$ cat src/logic/fir_pkg.sv
`default_nettype none

package fir_pkg;

	localparam int TAP_COUNT = 25;
	localparam int SAMPLE_WIDTH = 16;
	localparam int ACC_WIDTH = 37;
	localparam int SHIFT_WIDTH = 5;
	localparam int TREE_DEPTH = 5;
	localparam int COEF_IDX_WIDTH = $clog2(TAP_COUNT);

	localparam int AXIL_ADDR_WIDTH = 12;
	localparam int AXIL_DATA_WIDTH = 32;
	localparam int AXIL_STRB_WIDTH = AXIL_DATA_WIDTH / 8;
	localparam logic [AXIL_ADDR_WIDTH-1:0] COEF_END_ADDR = 12'h064;
	localparam logic [AXIL_ADDR_WIDTH-1:0] REG_CTRL_ADDR = 12'h064;
	localparam logic [AXIL_ADDR_WIDTH-1:0] REG_COUNT_ADDR = 12'h068;
	localparam logic [1:0] RESP_OKAY = 2'b00;
	localparam logic [1:0] RESP_SLVERR = 2'b10;

	// bit positions inside the control register.
	localparam int CTRL_ENABLE_BIT = 0;
	localparam int CTRL_FLUSH_BIT = 1;
	localparam int CTRL_SHIFT_LSB = 8;

	typedef logic signed [SAMPLE_WIDTH-1:0] sample_t;
	typedef logic signed [SAMPLE_WIDTH-1:0] coef_t;
	typedef logic signed [ACC_WIDTH-1:0] acc_t;

	// element 0 is the newest sample.
	typedef sample_t [TAP_COUNT-1:0] tap_vec_t;
	typedef coef_t [TAP_COUNT-1:0] coef_vec_t;

	localparam sample_t SAMPLE_MAX = 16'sh7fff;
	localparam sample_t SAMPLE_MIN = -16'sh8000;

	typedef struct packed {
		logic enable;
		logic [SHIFT_WIDTH-1:0] shift;
	} fir_cfg_t;

	typedef struct packed {
		logic awvalid;
		logic [AXIL_ADDR_WIDTH-1:0] awaddr;
		logic wvalid;
		logic [AXIL_DATA_WIDTH-1:0] wdata;
		logic [AXIL_STRB_WIDTH-1:0] wstrb;
		logic bready;
		logic arvalid;
		logic [AXIL_ADDR_WIDTH-1:0] araddr;
		logic rready;
	} axil_req_t;

	typedef struct packed {
		logic awready;
		logic wready;
		logic bvalid;
		logic [1:0] bresp;
		logic arready;
		logic rvalid;
		logic [AXIL_DATA_WIDTH-1:0] rdata;
		logic [1:0] rresp;
	} axil_rsp_t;

endpackage

`default_nettype wire

$ cat src/logic/tap_delay_line.sv
`timescale 1ns/10ps
`default_nettype none

module tap_delay_line import fir_pkg::*; (
	input wire clk,
	input wire reset,
	input wire in_valid,
	input wire sample_t in_sample,
	input wire enable,
	input wire flush,
	output tap_vec_t taps,
	output logic tap_valid
);

	logic accept;

	// a flush drops the sample offered in the same cycle.
	assign accept = in_valid && enable && !flush;

	always_ff @(posedge clk or posedge reset)
	begin
		if (reset)
		begin
			taps <= '0;
			tap_valid <= 1'b0;
		end
		else
		begin
			tap_valid <= accept;
			if (flush)
			begin
				taps <= '0;
			end
			else if (accept)
			begin
				taps <= {taps[TAP_COUNT-2:0], in_sample};
			end
		end
	end

	assert property (@(posedge clk) disable iff (reset)
		in_valid |-> !$isunknown(in_sample));

endmodule

`default_nettype wire

$ cat config.mk
export PLATFORM = sky130hd
export DESIGN_NAME = tap_delay_line
export DESIGN_NICKNAME = d
export VERILOG_FILES = /design/src/logic/fir_pkg.sv /design/src/logic/tap_delay_line.sv
export SDC_FILE = /design/constraint.sdc
export NUM_CORES = 1
export LEC_CHECK = 0
export BUFFER_PORTS_ARGS = -buffer_cell sky130_fd_sc_hd__clkbuf_2
export CAP_MARGIN = 0
export CELL_PAD_IN_SITES_DETAIL_PLACEMENT = 2
export CELL_PAD_IN_SITES_GLOBAL_PLACEMENT = 2
export CORE_UTILIZATION = 36
export DETAILED_ROUTE_END_ITERATION = 8
export GPL_TIMING_DRIVEN = 0
export PLACE_DENSITY = 0.8
export SLEW_MARGIN = 30
export SYNTH_ARGS = -nofsm -noshare
export SYNTH_HDL_FRONTEND = slang
export SYNTH_SLANG_ARGS = --single-unit
$ cat constraint.sdc
create_clock -name clk -period 20.2 [get_ports clk]
set_clock_uncertainty 0.1 [all_clocks]
set_input_delay 4.04 -clock clk [delete_from_list [all_inputs] [get_ports clk]]
set_output_delay 4.04 -clock clk [all_outputs]
set_load 0.01 [all_outputs]
Yosys cells after proc, flatten, opt, wreduce, memory -nomap -nowiden
Index checks and enable logic that the tools add are counted.

operators by class
  shifts and indexed selects = 0
  bitwise logic cells = 0
  equal/unequal tests = 0
  divide/modulo/power cells = 0
  multiplexer cells = 2
  reductions and logical operators = 4
  magnitude comparators = 0
  $add $sub $neg = 0
  multiply operators = 0

operators by type and width
  cell               count
  $mux 400           2
  $logic_and 1x1->1  2
  $reduce_bool 2->1  1
  $logic_not 1->1    1

word-level totals
  latch bits = 0
  memory bits (writable) = 0
  memories kept = 0
  register bits after elaboration = 401
  word-level logic and storage cells = 32
  input port bits = 21
  output and inout bits = 401
  memory bits (read-only) = 0

Logic depth before layout (Yosys ltp)
  word-level depth = 4
  gate-level depth with buffers = 6

Worst setup path before layout
No wires, ideal clock.

  path type = in2reg
  from = in enable
  to = reg taps[100] (netlist name)
  library setup time = 0.079 ns
  data arrival time = 4.933 ns
  setup slack = 15.088 ns
  cell stages on the path = 6
  cell sequence = buf_2 and2_1 buf_6 buf_6 buf_6 mux2i_1

between the ends
  word-level cells in the longest chain between the ends = 3

RTL lines
  element                             line                  RTL
  from (decl)                         tap_delay_line.sv:9   input wire enable,
  $logic_and 1x1->1 (2 in a row)      tap_delay_line.sv:18  assign accept = in_valid && enable && !flush;
  $reduce_bool 2->1 (no source line)  -
  to (signal assigned)                tap_delay_line.sv:36  taps <= {taps[TAP_COUNT-2:0], in_sample};
  to (decl)                           tap_delay_line.sv:11  output tap_vec_t taps,

Every way passes these cells.
A chain may end at the register's enable or synchronous reset.

Worst setup path in the final report
  from = reg taps[56] (netlist name)
  to = out taps[56] (netlist name)

No word-level cell between the ends.

==> flow_summary_export.csv <==
group,metric,value,unit
status,run_status,"finished clean",
detailed_routing,drt-wirelength-per-cell,24.5,um
timing,setup_viol,0,
yosys,synth_top_area_cell,"dfrtp_1",
detailed_routing,num_vias,12000,
setup_path,r2r_start,"taps[124]",
yosys,synth_top_area_share,0.580,
floorplanning,die_h,221,um
cts,clk_latency,0.58,ns
cts,post_cts_buffers,0,
power,sw_frac_of_total,0.232,
placed_design,io_buffers,418,
cts,numCtsBuffers,46,
cells_and_area,fin_area,21800,um^2
placed_design,routabilityCongestion,0.845,
power,p_int,1.35,mW
cells_and_area,nNetsFinal,1807,
placed_design,post_dp_cell_area,20300,um^2
yosys,synthTopCellsByCount,"dfrtp_1 (401), nand2b_1 (400), mux2i_1 (384)",
yosys,synth_edf_count,0,
power,p_seq_frac,0.458,
yosys,yosysSeqAreaShare,0.580,
floorplanning,fp.dieW,221,um
power,total_leakage_power,10.8,nW
yosys,netlist_area,17300,um^2
grt,grt_max_degree,91,
setup_path,path_delay_family,"flip-flops",
floorplanning,start_util,0.368,
cts,clk_path_buf_depth,3,
yosys,yosys_warnings,0,
setup_path,cp.required,16.06,ns
setup_path,slowest_delay,0.43,ns
grt,grt_use_total,0.243,
setup_path,reg2reg_depth,2,
cells_and_area,drive_above_1_share,0.296,
setup_path,r2r_setup_slack,19.18,ns
cells_and_area,final_util,0.464,
power,p_comb_frac,0.058,
cells_and_area,syn_to_final_growth,26.1,%
placed_design,hpwl,44000,um
floorplanning,io_pins,422,
cts,cts_sinks,401,
timing,final.hold.worst_slack,0.451,ns
power,pwr_density_cell,80.8,nW/um^2
grt,antenna_found_initial,2,
grt,grt_overflow,0,
run,maxCapViolCount,0,
yosys,ys_types,13,
hold_path,hp-start,"taps[384]",
yosys,ys_top_cells_by_area,"dfrtp_1 (58%), mux2i_1 (22%), nand2b_1 (14%)",
setup_path,cp.arrival,1.17,ns
timing,max_freq,188,MHz
yosys,yosys_most_used_dff,"dfrtp_1",
power,switchingPower,409,uW
floorplanning,fp-row-count,79,
cts,clkTransAtPathRegs,0.06,ns
cts,cts_root_buffer,"clkbuf_16",
power,clkPwrFrac,0.484,
yosys,yosys_register_bits,401,
timing,fin_crit_sh,0.263,
detailed_routing,wl,59500,um
hold_path,min_path_cells,2,
detailed_routing,dr.first_iter.drc_count,533,
detailed_routing,ant_nets,0,
timing,worst_pin_slew,0.531,ns
cts,cts_resized,0,
detailed_routing,first_pass_iters,4,
floorplanning,die_area,48900,um^2
cts,ctsHoldBuffers,0,
yosys,yosysMostFrequentCell,"dfrtp_1",
setup_path,cp-end-kind,"primary output",
yosys,synthArstFlopShare,1.00,
setup_path,crit_slowest_cell,"dfrtp_1",
grt,grt_pass1_wl,90300,um
setup_path,reg2reg_to,"taps[140]",
cts,cts_tree,"built",
setup_path,startpoint_type,"flip-flop",
power,vdd_drop_max,0.0000504,V
detailed_routing,route.detailed.drc,0,
setup_path,cp_max_fo,2,
timing,fin_tns_setup,0,ns
timing,fin_crit,5.31,ns
timing,timing.final.hold_violations,0,
setup_path,crit_type,"flip-flop to primary output",
yosys,synth_area_per_cell,13.1,um^2
setup_path,crit_buf_inv,1,
yosys,synth_cells,1315,
setup_path,cp_cell_sequence,"clkbuf_2",
yosys,syn_nets,1336,
floorplanning,core_area,47000,um^2
detailed_routing,viasPerCell,4.94,
grt,first_global_vias,13800,
hold_path,hp-class,"flip-flop to flip-flop",
timing,rsz0062_at_grt,"false",
timing,max-slew-margin-rel,0.646,
cts,h-tree-depth,2,
timing,maxSlewViolCount,0,
hold_path,min_to,"taps[384]",
## kinds of logic (layout without fill, tap and decap cells)
logic type | count (synthesis) | count (layout) | synth area share
AOI/OAI and AO/OA | 16 | 16 | 0.00463
DFF | 401 | 401 | 0.580
muxes | 384 | 384 | 0.222
buffers and inverters | 95 | 599 | 0.0391
other | 0 | 1 | 0
and+or+nand+nor | 419 | 419 | 0.154
## registers in the layout (all words and copies together) (netlist names)
name	count
tap_valid	1
taps	400
## cells in the final DEF (no fill, tap or decap), types with 3 or more instances in the layout
cell type / count
clkbuf_2: 418
dfrtp_1: 401
nand2b_1: 400
mux2i_1: 384
clkbuf_1: 60
clkbuf_16: 46
buf_6: 41
nand4b_1: 16
o21ai_0: 16
clkbuf_8: 9
buf_2: 6
buf_16: 5
bufinv_16: 4
inv_6: 3
clkinv_2: 3
## worst max-delay path by stage
stage | to | cells after the start | slack [ns] | startpoint
3_5_place_dp | taps[140] | 5 | 14.42 | flush
6_report | taps[56] | 1 | 14.89 | taps[56]
3_3_place_gp | taps[392] | 2 | 0.17 | reset
5_1_grt | taps[20] | 1 | 14.85 | taps[20]
4_1_cts | taps[33] | 1 | 14.85 | taps[33]
2_1_floorplan | tap_valid | 1 | 4.91 | reset
## through the flow
step	cells	total power, mW	setup WS [ns]
global route	2427	1.81	14.85
finish	2427	1.76	14.89
CTS	2426	1.78	14.85
floorplan	1315	0.895	4.91
global placement	2340	0.921	0.166
detailed placement	2345	0.925	14.42
## power groups by stage
stage,Combinational [mW],Clock [mW],Sequential [mW]
after floorplan,0.0717,0,0.823
after global placement,0.0985,0,0.822
after detailed placement,0.104,0,0.822
after CTS,0.105,0.872,0.807
after global routing,0.110,0.894,0.807
final,0.102,0.852,0.807
## layout make-up
cell class	instances	area (um^2)
fill	4694	25100
sequential	401	10000
multi-input combinational	819	6580
timing repair buffer	423	2230
clock buffer	69	1330
tap	607	759
buffer	94	672
clock inverter	12	185
inverter	1	11.3
antenna	1	2.50
## per-layer routing
metal,vias up,part of all wire,global-route usage
met1,6197,0.39,0.276
met2,329,0.51,0.429
met4,2,0.031,0.0846
li1,5362,-,-
met3,93,0.070,0.0744
met5,-,0.00020,0
## worst reg2reg max path: cells and delay by family (launching register included)
family	cells	cell delay, ns
flip-flops	1	0.39
AND/OR/NAND/NOR	1	0.26
multiplexers	1	0.14
No activity file was read; power rests on OpenSTA's default activity.
