### config.mk
export PLATFORM = sky130hd
export DESIGN_NAME = fir_coef_regs
export DESIGN_NICKNAME = d
export VERILOG_FILES = /design/src/logic/fir_pkg.sv /design/src/logic/fir_coef_regs.sv
export SDC_FILE = /design/constraint.sdc
export NUM_CORES = 1
export LEC_CHECK = 0
export BUFFER_PORTS_ARGS = -buffer_cell sky130_fd_sc_hd__buf_2
export CAP_MARGIN = 30
export CORE_UTILIZATION = 56
export DETAILED_ROUTE_END_ITERATION = 10
export GPL_TIMING_DRIVEN = 0
export PLACE_DENSITY_LB_ADDON = 0.2
export SLEW_MARGIN = 5
export SYNTH_ARGS = -nofsm -noshare
export SYNTH_HDL_FRONTEND = slang
export SYNTH_SLANG_ARGS = --single-unit
### constraint.sdc
create_clock -name clk -period 16.3 [get_ports clk]
set_input_delay 0 -clock clk [delete_from_list [all_inputs] [get_ports clk]]
set_output_delay 0 -clock clk [all_outputs]
set_load 0.02 [all_outputs]
### src/logic/fir_pkg.sv
`default_nettype none

package fir_pkg;

	localparam int TAP_COUNT = 25;
	localparam int SAMPLE_WIDTH = 16;
	localparam int ACC_WIDTH = 37;
	localparam int SHIFT_WIDTH = 5;
	localparam int TREE_DEPTH = 5;
	localparam int COEF_IDX_WIDTH = $clog2(TAP_COUNT);

	localparam int AXIL_ADDR_WIDTH = 12;
	localparam int AXIL_DATA_WIDTH = 32;
	localparam int AXIL_STRB_WIDTH = AXIL_DATA_WIDTH / 8;
	localparam logic [AXIL_ADDR_WIDTH-1:0] COEF_END_ADDR = 12'h064;
	localparam logic [AXIL_ADDR_WIDTH-1:0] REG_CTRL_ADDR = 12'h064;
	localparam logic [AXIL_ADDR_WIDTH-1:0] REG_COUNT_ADDR = 12'h068;
	localparam logic [1:0] RESP_OKAY = 2'b00;
	localparam logic [1:0] RESP_SLVERR = 2'b10;

	// bit positions inside the control register.
	localparam int CTRL_ENABLE_BIT = 0;
	localparam int CTRL_FLUSH_BIT = 1;
	localparam int CTRL_SHIFT_LSB = 8;

	typedef logic signed [SAMPLE_WIDTH-1:0] sample_t;
	typedef logic signed [SAMPLE_WIDTH-1:0] coef_t;
	typedef logic signed [ACC_WIDTH-1:0] acc_t;

	// element 0 is the newest sample.
	typedef sample_t [TAP_COUNT-1:0] tap_vec_t;
	typedef coef_t [TAP_COUNT-1:0] coef_vec_t;

	localparam sample_t SAMPLE_MAX = 16'sh7fff;
	localparam sample_t SAMPLE_MIN = -16'sh8000;

	typedef struct packed {
		logic enable;
		logic [SHIFT_WIDTH-1:0] shift;
	} fir_cfg_t;

	typedef struct packed {
		logic awvalid;
		logic [AXIL_ADDR_WIDTH-1:0] awaddr;
		logic wvalid;
		logic [AXIL_DATA_WIDTH-1:0] wdata;
		logic [AXIL_STRB_WIDTH-1:0] wstrb;
		logic bready;
		logic arvalid;
		logic [AXIL_ADDR_WIDTH-1:0] araddr;
		logic rready;
	} axil_req_t;

	typedef struct packed {
		logic awready;
		logic wready;
		logic bvalid;
		logic [1:0] bresp;
		logic arready;
		logic rvalid;
		logic [AXIL_DATA_WIDTH-1:0] rdata;
		logic [1:0] rresp;
	} axil_rsp_t;

endpackage

`default_nettype wire

### src/logic/fir_coef_regs.sv
`timescale 1ns/10ps
`default_nettype none

module fir_coef_regs import fir_pkg::*; (
	input wire clk,
	input wire reset,
	input wire axil_req_t axil_req,
	output axil_rsp_t axil_rsp,
	input wire out_valid,
	output fir_cfg_t cfg,
	output coef_vec_t coefs,
	output logic flush
);

	logic wr_ready;
	logic wr_fire;
	logic bvalid;
	logic [1:0] bresp;
	logic rd_ready;
	logic rd_fire;
	logic rvalid;
	logic [AXIL_DATA_WIDTH-1:0] rdata;
	logic [1:0] rresp;
	logic [AXIL_DATA_WIDTH-1:0] out_count;
	logic [AXIL_DATA_WIDTH-1:0] ctrl_word;
	logic [AXIL_DATA_WIDTH-1:0] ctrl_merged;
	logic [AXIL_DATA_WIDTH-1:0] coef_merged;
	logic [COEF_IDX_WIDTH-1:0] wr_idx;
	logic [COEF_IDX_WIDTH-1:0] rd_idx;
	logic [AXIL_DATA_WIDTH-1:0] rd_data_next;
	logic [1:0] rd_resp_next;

	function automatic logic [AXIL_DATA_WIDTH-1:0] merge_bytes(
		input logic [AXIL_DATA_WIDTH-1:0] old_word,
		input logic [AXIL_DATA_WIDTH-1:0] new_word,
		input logic [AXIL_STRB_WIDTH-1:0] strb
	);
		logic [AXIL_DATA_WIDTH-1:0] merged;
		merged = old_word;
		for (int b = 0; b < AXIL_STRB_WIDTH; b++)
		begin
			if (strb[b])
				merged[8*b +: 8] = new_word[8*b +: 8];
		end
		return merged;
	endfunction

	// the low two address bits are ignored because all registers are word wide.
	assign wr_idx = axil_req.awaddr[COEF_IDX_WIDTH+1:2];
	assign rd_idx = axil_req.araddr[COEF_IDX_WIDTH+1:2];

	assign wr_fire = wr_ready && axil_req.awvalid && axil_req.wvalid;
	assign rd_fire = rd_ready && axil_req.arvalid;

	always_comb
	begin
		ctrl_word = '0;
		ctrl_word[CTRL_ENABLE_BIT] = cfg.enable;
		ctrl_word[CTRL_SHIFT_LSB +: SHIFT_WIDTH] = cfg.shift;
	end

	assign ctrl_merged = merge_bytes(ctrl_word, axil_req.wdata, axil_req.wstrb);
	assign coef_merged = merge_bytes({16'b0, coefs[wr_idx]}, axil_req.wdata,
		axil_req.wstrb);

	always_comb
	begin
		rd_data_next = '0;
		rd_resp_next = RESP_OKAY;
		if (axil_req.araddr < COEF_END_ADDR)
			rd_data_next = {16'b0, coefs[rd_idx]};
		else if (axil_req.araddr[AXIL_ADDR_WIDTH-1:2] == REG_CTRL_ADDR[AXIL_ADDR_WIDTH-1:2])
			rd_data_next = ctrl_word;
		else if (axil_req.araddr[AXIL_ADDR_WIDTH-1:2] == REG_COUNT_ADDR[AXIL_ADDR_WIDTH-1:2])
			rd_data_next = out_count;
		else
			rd_resp_next = RESP_SLVERR;
	end

	// write channel. awready and wready rise together for a single cycle.
	always_ff @(posedge clk or posedge reset)
	begin
		if (reset)
		begin
			wr_ready <= 1'b0;
			bvalid <= 1'b0;
			bresp <= RESP_OKAY;
			coefs <= '0;
			cfg <= '0;
			flush <= 1'b0;
		end
		else
		begin
			wr_ready <= axil_req.awvalid && axil_req.wvalid && !bvalid && !wr_ready;
			flush <= 1'b0;
			if (wr_fire)
			begin
				bvalid <= 1'b1;
				bresp <= RESP_OKAY;
				if (axil_req.awaddr < COEF_END_ADDR)
				begin
					coefs[wr_idx] <= coef_merged[SAMPLE_WIDTH-1:0];
				end
				else if (axil_req.awaddr[AXIL_ADDR_WIDTH-1:2] ==
					REG_CTRL_ADDR[AXIL_ADDR_WIDTH-1:2])
				begin
					cfg.enable <= ctrl_merged[CTRL_ENABLE_BIT];
					cfg.shift <= ctrl_merged[CTRL_SHIFT_LSB +: SHIFT_WIDTH];
					flush <= ctrl_merged[CTRL_FLUSH_BIT];
				end
				else if (axil_req.awaddr[AXIL_ADDR_WIDTH-1:2] !=
					REG_COUNT_ADDR[AXIL_ADDR_WIDTH-1:2])
				begin
					bresp <= RESP_SLVERR;
				end
			end
			else if (axil_req.bready)
			begin
				bvalid <= 1'b0;
			end
		end
	end

	always_ff @(posedge clk or posedge reset)
	begin
		if (reset)
		begin
			rd_ready <= 1'b0;
			rvalid <= 1'b0;
			rdata <= '0;
			rresp <= RESP_OKAY;
		end
		else
		begin
			rd_ready <= axil_req.arvalid && !rvalid && !rd_ready;
			if (rd_fire)
			begin
				rvalid <= 1'b1;
				rdata <= rd_data_next;
				rresp <= rd_resp_next;
			end
			else if (axil_req.rready)
			begin
				rvalid <= 1'b0;
			end
		end
	end

	// the count wraps at 32 bits.
	always_ff @(posedge clk or posedge reset)
	begin
		if (reset)
			out_count <= '0;
		else if (out_valid)
			out_count <= out_count + 1'b1;
	end

	always_comb
	begin
		axil_rsp.awready = wr_ready;
		axil_rsp.wready = wr_ready;
		axil_rsp.bvalid = bvalid;
		axil_rsp.bresp = bresp;
		axil_rsp.arready = rd_ready;
		axil_rsp.rvalid = rvalid;
		axil_rsp.rdata = rdata;
		axil_rsp.rresp = rresp;
	end

	assert property (@(posedge clk) disable iff (reset)
		bvalid && !axil_req.bready |=> bvalid && $stable(bresp));

	assert property (@(posedge clk) disable iff (reset)
		rvalid && !axil_req.rready |=> rvalid && $stable(rdata) && $stable(rresp));

endmodule

`default_nettype wire

Yosys cells after proc, flatten, opt, wreduce, memory -nomap -nowiden
Index checks and enable logic that the tools add are counted.
- bits in registers: 479
- bits of input ports: 68
- output and inout bits: 448
- add/sub/neg operators: 1
- $lt $le $gt $ge: 5
- equal/unequal tests: 4
- muxes and demuxes: 26
- bitwise gates (word level): 1
- reduce and logical (&&, ||, !) cells: 18
- operator list (cell ; count):
    $bwmux 400 ; 1
    $bmux 16 s5 ; 2
    $mux 32 ; 3
    $demux 16 s5 ; 1
    $mux 16 ; 3
    $add 32x1->32 const B ; 1
    $eq 10x5->1 const B ; 3
    $lt 12x7->1 const B ; 2
    $mux 8 ; 2
    $mux 2 ; 7
    $lt 5x6->1 const B ; 2
    $ne 10x5->1 const B ; 1
    $logic_and 1x1->1 ; 9
    $reduce_and 4->1 ; 2
    $mux 1 ; 7
    $ge 5x1->1 const B ; 1
    $logic_not 1->1 ; 4
    $reduce_bool 2->1 ; 2
    $reduce_and 2->1 ; 1
    $not 1->1 ; 1

Longest topological paths before layout
Gate-level depths: netlist of the first run.
- word-level depth: 5
- mapped depth: 11
- depth with buffers taken out: 6

Worst setup path after synthesis of the first run
Ideal clock, no wire load.
- kind: flip-flop to flip-flop
- from: register coefs[319] in the netlist's numbering
- to: register coefs[47] in the netlist's numbering
- data arrival time: 2.046 ns
- path slack: 14.116 ns
- cell stages (with the launch flop): 7
- path buffers: 1
- clock period less this slack: 2.184 ns
- cells stage by stage: dfrtp_1 > mux4_2 > and2_1 > o41ai_4 > a21boi_4 > buf_6 > mux2i_1
- longest elaborated chain between the ends: 4
- RTL lines (item ; RTL line ; source):
    start, declared ; fir_coef_regs.sv:11 ; output coef_vec_t coefs,
    start signal, assigned by index ; fir_coef_regs.sv:102 ; coefs[wr_idx] <= coef_merged[SAMPLE_WIDTH-1:0];
    $bmux 16 s5 ; fir_coef_regs.sv:63 ; assign coef_merged = merge_bytes({16'b0, coefs[wr_idx]}, axil_req.wdata,
    $mux 16 (implied by the code) ; fir_coef_regs.sv:63 ;
    $mux 8 ; fir_coef_regs.sv:42 ; if (strb[b])
    $bwmux 400 ; fir_coef_regs.sv:102 ;
Every way passes these cells. The select of a mux whose other input is x is not followed.
A chain may end at the register's enable or synchronous reset.

Worst setup path in the final report of the first run
- from: input port axil_req[55] in the netlist's numbering
- to: register coefs[145] in the netlist's numbering
- longest elaborated chain between the ends: 5
- elaborated cells between the ends (all ways): 11
- RTL lines (item ; RTL line ; source):
    start, declared ; fir_coef_regs.sv:7 ; input wire axil_req_t axil_req,
    $lt 5x6->1 (implied by the code) or $ge 5x1->1 (tied branches) ; fir_coef_regs.sv:102 ;
    $logic_and 1x1->1 (implied by the code) ; fir_coef_regs.sv:102 ;
    $mux 16 (implied by the code) ; fir_coef_regs.sv:102 ;
    $demux 16 s5 ; fir_coef_regs.sv:102 ;
    $bwmux 400 ; fir_coef_regs.sv:102 ;
Several ways; a longest one is shown, not always the timed one. The select of a mux whose other input is x is not followed.

==> impl_metrics.py, run 1 <==
metrics = {
    "drt": {
        "num_vias": 21600,
        "first_iter_violations": 2778,
        "route.detailed.wl_per_inst_um": 33.7,
        "dr.pass1.iters": 6,
        "antenna_left": 0,
        "wl_um": 106000,
        "vias_per_cell": 6.90,
        "drc": 0,
    },
    "global_routing": {
        "grt.overflow.total": 0,
        "grt_max_degree": 124,
        "grt_pass1_wl_um": 149000,
        "antenna_found_initial": 5,
        "first_global_vias": 20700,
        "grt_usage_pct": 45.3,
    },
    "floorplan": {
        "start_util_pct": 57.1,
        "die_h_um": 215,
        "num_rows": 77,
        "die_w_um": 215,
        "pin_count": 516,
        "dieArea_um2": 46200,
        "coreArea_um2": 44400,
    },
    "clocking": {
        "cts_buffers": 52,
        "cts_buffer_depth": 3,
        "clk_latency_ps": 620,
        "cts_tree": "yes",
        "path_clk_slew_ps": 60,
        "cts_root_buf": "clkbuf_16",
        "cts_resized": 0,
        "htree_levels": 2,
        "clock_sinks": 477,
    },
    "power": {
        "leakagePower_uw": 0.0160,
        "vdd_drop_max_v": 0.0000796,
        "powerDensity_nw_per_um2": 87.9,
    },
    "sta": {
        "worstMarginPinSlew_ps": 1080,
        "min_period_ps": 3160,
        "setup_violations": 0,
        "fin_skew_ps": 21.6,
        "rsz0062_at_grt": "no",
        "fin_crit_sh_pct": 19.4,
        "relSlewSlack_pct": 27.8,
        "fmax_mhz": 316,
        "tns_ps": 0,
        "drv_slew": 0,
        "finalHoldViolations": 0,
        "worst_hold_slack_ps": 6.59,
    },
    "worst_setup_path": {
        "setup.worst_path.class": "primary input to register",
        "r2r_start": "wr_ready",
        "r2r_end": "cfg[5]",
        "r2r_setup_slack_ps": 13200,
        "start_kind": "primary input",
        "required_ps": 16850,
        "end_kind": "register",
        "path_max_fanout": 10,
        "worstRegToRegCells": 7,
        "worstPathArrival_ps": 3710,
    },
    "place": {
        "hpwl_um": 78200,
        "port_buffers": 487,
        "gp_congestion": 1.04,
        "dp.cells": 3011,
    },
    "cells_and_area": {
        "nFillCells": 3343,
        "drive_gt1_share_pct": 48.4,
        "fin_cells": 3132,
        "multi_input_area_um2": 12400,
        "regArea_um2": 11900,
        "nNetsFinal": 2569,
        "area_growth_pct": 21.5,
    },
    "yosys": {
        "ys_types": 79,
        "synth_top_area_share_pct": 47.0,
        "postSynthCellCount": 1916,
        "syn-cell-area_um2": 25400,
        "avgSynthCellArea_um2": 13.2,
        "yosys-top-cells-area": "dfrtp_1 47%, mux2_2 16%, mux4_2 10%",
        "synth_seq_cells": 477,
        "synth_edf_count": 0,
        "yosysSeqAreaShare_pct": 47.0,
        "async_reset_ff_share_pct": 100,
        "synth.largest_area_cell": "dfrtp_1",
        "yosysWarnings": 0,
        "synth_flop_cell": "dfrtp_1",
    },
    "job": {
        "cap_violations": 0,
    },
    "hold_path": {
        "min_path_type": "primary input to async pin",
    },
    "run_status": {
        "status": "complete, no violations",
    },
}
==> power breakdown <==
part	leakage (uW)	switching [uW]	total (uW)	internal [uW]
combinational	0.00855	183	268	85.2
clock	0.000863	504	1220	718
sequential	0.00655	22.0	1220	1200
total	0.0160	709	2710	2000
==> area by class of cell <==
class,instances,area share [%]
Antenna cell,2,0.0162
Clock inverter,11,0.446
Tap cell,592,2.40
Clock buffer,81,5.19
Sequential cell,477,38.7
Buffer,170,2.99
Multi-Input combinational cell,1245,40.3
Timing Repair Buffer,529,9.60
Inverter,25,0.329
==> layer usage <==
metal	global-route usage, %	part of all wire [%]	up-vias	wire length (um)
met1	59.2	37	11100	38800
met5	0	0.026	-	27
met2	65.9	44	1712	46000
li1	-	-	8474	-
met3	16.5	13	333	14200
met4	24.2	6.2	4	6600
==> cell usage after synthesis, types with 30 or more instances <==
| library cell | instances |
|---|---|
| mux4_2 | 113 |
| clkbuf_1 | 41 |
| a22oi_1 | 50 |
| o22ai_1 | 59 |
| nand2_1 | 86 |
| nand3_1 | 35 |
| o21ai_0 | 42 |
| nor2_1 | 30 |
| dfrtp_1 | 477 |
| buf_2 | 83 |
| mux2i_1 | 170 |
| mux2_2 | 357 |
==> per-stage QoR <==
stage | total power (uW) | setup WS, ps | utilization, % | cell area (um^2)
global route | 2760 | 13170 | 69.4 | 30800
CTS | 2700 | 13310 | 69.3 | 30800
floorplan | 1390 | 2990 | - | 25400
global placement | 1480 | -1870 | 64.3 | 28600
finish | 2710 | 13140 | 69.4 | 30800
detailed placement | 1490 | 12990 | 64.9 | 28800
==> flip-flops by register name, indices dropped and copies added (netlist names) <==
register / cells
cfg: 6
rvalid: 1
wr_ready: 1
flush: 1
rdata: 32
out_count: 32
bvalid: 1
coefs: 400
rd_ready: 1
bresp: 1
rresp: 1
==> layout by cell type (no fill, tap or decap), types with 7 or more instances in the layout <==
master	count
a21oi_1	19
a22o_1	20
a22oi_1	50
a31oi_1	7
and2_1	11
and3_1	8
buf_1	12
buf_2	570
buf_4	23
buf_6	17
buf_8	8
clkbuf_1	52
clkbuf_16	53
clkbuf_8	17
dfrtp_1	477
dlygate4sd3_1	23
inv_1	24
mux2_1	7
mux2_2	357
mux2i_1	170
mux4_2	113
nand2_1	86
nand2b_1	10
nand3_1	35
nand4_1	9
nand4_2	9
nand4_4	7
nor2_1	30
nor2b_1	16
nor3_1	8
o21ai_0	42
o221ai_1	8
o22ai_1	59
o31ai_1	17
or3_1	8
xnor2_1	25
==> critical path, stage by stage <==
cell and delay, ps:
buf_2 130, buf_2 260, buf_4 290, buf_4 300, nand4b_1 750, o22ai_1 550, nor3_1 230, a31oi_2 590
buf_2 380, mux2_2 220
==> cell families (layout without fill, tap and decap cells) <==
logic type,count (synthesis),after routing,synth area share [%]
simple gates,285,285,6.79
compound gates,277,277,8.03
flops,477,477,47.0
xor+xnor,31,31,1.07
fa+ha+maj,1,1,0.0493
buf+inv,195,816,4.00
other cells,1,4,0.0148
mux,649,649,33.0
==> worst max path at each step <==
stage | from | end | cells after the start
CTS | wr_ready | cfg[5] | 7
global placement | reset | coefs[297] | 2
floorplan | reset | bresp[1] | 1
detailed placement | axil_req[54] | coefs[289] | 10
finish | axil_req[55] | coefs[145] | 10
global route | wr_ready | cfg[5] | 7
==> timing repair <==
action,in CTS,in global routing
endpoints found under the hold margin,195,0
buffers inserted,0,0
hold buffers,23,0
(Power assumes the default switching activity.)
==> run 2: changes to the inputs <==
==> constraint.sdc (replaced) <==
create_clock -name clk -period 3.3 [get_ports clk]
set_input_delay 0 -clock clk [delete_from_list [all_inputs] [get_ports clk]]
set_output_delay 0 -clock clk [all_outputs]
set_load 0.02 [all_outputs]
==> run 2 against run 1 <==
Setup slack got worse by 13000 ps; wire length down 0.45%; cell count increased by 0.51%; non-clock buffer count is 12 higher; worst hold slack improved by 24 ps; first-iteration DRC count increased by 11%; flip-flop and latch count did not move.
==> impl_metrics.py, run 2 (synthesis results as in run 1) <==
metrics = {
    "clocking": {
        "cts_root_buf": "clkbuf_16",
        "clk_latency_ps": 620,
        "cts_buffers": 51,
        "clock_sinks": 477,
        "htree_levels": 2,
        "path_clk_slew_ps": 60,
        "cts_buffer_depth": 3,
        "cts_tree": "yes",
        "post_cts_buffers": 0,
    },
    "power": {
        "p_int_uw": 10100,
        "powerDensity_nw_per_um2": 439,
        "leakagePower_uw": 0.0161,
        "vdd_drop_max_v": 0.000348,
        "switchingPower_uw": 3510,
        "power_uw": 13700,
        "switching_share_pct": 25.7,
        "combPwrFrac_pct": 9.9,
        "p_clk_share_pct": 46.0,
        "seqPwrFrac_pct": 44.1,
    },
    "hold_path": {
        "min_path_type": "primary input to register",
    },
    "worst_setup_path": {
        "start_kind": "primary input",
        "path_max_fanout": 10,
        "worstPathArrival_ps": 3600,
        "setup.worst_path.class": "primary input to register",
        "required_ps": 3840,
        "end_kind": "register",
    },
    "run_status": {
        "status": "complete, no violations",
    },
    "cells_and_area": {
        "largest_reg_flops": 400,
        "area_growth_pct": 22.6,
        "reg.largest.list": "coefs (400), out_count (32), rdata (32)",
        "mostFrequentLayoutCells": "570 x buf_2, 477 x dfrtp_1, 357 x mux2_2",
        "fin_util_pct": 70.0,
        "drive_gt1_share_pct": 48.6,
        "largest_register": "coefs",
        "layout_commonest_cell": "buf_2",
        "nNetsFinal": 2580,
    },
    "sta": {
        "fmax_mhz": 327,
        "rsz0062_at_grt": "no",
        "worstMarginPinSlew_ps": 1070,
        "min_period_ps": 3060,
        "drv_slew": 0,
        "fin_crit_sh_pct": 92.8,
        "worst_hold_slack_ps": 31.0,
        "relSlewSlack_pct": 28.4,
        "fin_skew_ps": 19.8,
        "finalHoldViolations": 0,
        "setup_violations": 0,
    },
    "drt": {
        "route.detailed.wl_per_inst_um": 33.4,
        "antenna_left": 0,
        "num_vias": 21500,
        "vias_per_cell": 6.83,
        "drc": 0,
        "wl_um": 105000,
        "first_iter_violations": 3075,
        "dr.pass1.iters": 8,
    },
    "job": {
        "cap_violations": 0,
    },
    "floorplan": {
        "die_h_um": 215,
        "die_w_um": 215,
        "coreArea_um2": 44400,
        "dieArea_um2": 46200,
        "pin_count": 516,
        "start_util_pct": 57.1,
        "num_rows": 77,
    },
    "place": {
        "gp_congestion": 1.03,
        "hpwl_um": 79300,
        "port_buffers": 487,
    },
    "global_routing": {
        "grt_max_degree": 43,
        "antenna_found_initial": 4,
        "grt.overflow.total": 0,
        "first_global_vias": 20900,
        "grt_usage_pct": 45.3,
        "grt_pass1_wl_um": 150000,
    },
}
[run 2: cell types whose count changed in the layout (fill, tap and decap cells not counted), sizes merged, moves of 2 or more]
cell,before,now
buf,634,643
bufinv,3,6
dlygate4sd3,23,26
clkinvlp,0,2
diode,2,4
inv,27,25
[run 2: area by class of cell]
class / instances / area, um^2
inverter: 25 / 97.6
antenna: 4 / 10.0
fill: 3251 / 13300
multi-input combinational: 1245 / 12400
clock inverter: 13 / 224
buffer: 170 / 922
clock buffer: 81 / 1600
sequential: 477 / 11900
tap: 592 / 741
timing repair buffer: 541 / 3150
[run 2: power by group through the flow]
stage	clock network, uW	logic [uW]	registers [uW]
after floorplan	0	716	6140
after global placement	0	1190	6140
after detailed placement	0	1270	6130
after CTS	6280	1300	6020
after global routing	6500	1390	6030
final	6280	1350	6030
[run 2: worst max-delay path, stage by stage]
cell,delay (ps)
buf_2,120
buf_2,260
buf_4,280
buf_4,290
nand4b_1,700
o22ai_1,710
nor2_1,130
a41oi_2,510
buf_2,380
mux2_2,210
[run 2: per-layer routing]
metal	track usage, %	wire [um]	up-vias
met1	59.4	39200	11000
met3	16.0	13200	358
met2	66.1	46000	1616
met5	0	14	-
met4	24.6	6770	2
li1	-	-	8515
[run 2: what timing repair did]
| action | 4_1_cts | 5_1_grt |
|---|---|---|
| endpoints found under the hold margin | 218 | 0 |
| gates resized for setup | 0 | 0 |
| hold buffers | 26 | 0 |
[run 2: per-stage QoR]
step / TNS, ps / cells / instance area (um^2) / worst slack, ps
global placement: -2725850 / 2996 / 28600 / -5780
detailed placement: -335 / 3022 / 29000 / -38.3
global route: 0 / 3146 / 31100 / 181
CTS: 0 / 3142 / 31100 / 396
finish: 0 / 3148 / 31100 / 239
floorplan: -1508640 / 1917 / 25400 / -3160
[run 2: path summary, 6_finish.rpt]
kind | from | end | slack [ps] | depth (start not counted)
min | axil_req[23] | coefs[324] | 30 | 4
max | axil_req[55] | coefs[73] | 240 | 10
min reg2reg | bvalid | wr_ready | 460 | 1
max in group asynchronous | reset | coefs[201] | 1450 | 8
max reg2reg | wr_ready | cfg[5] | 270 | 7
min in group asynchronous | reset | coefs[67] | 500 | 4
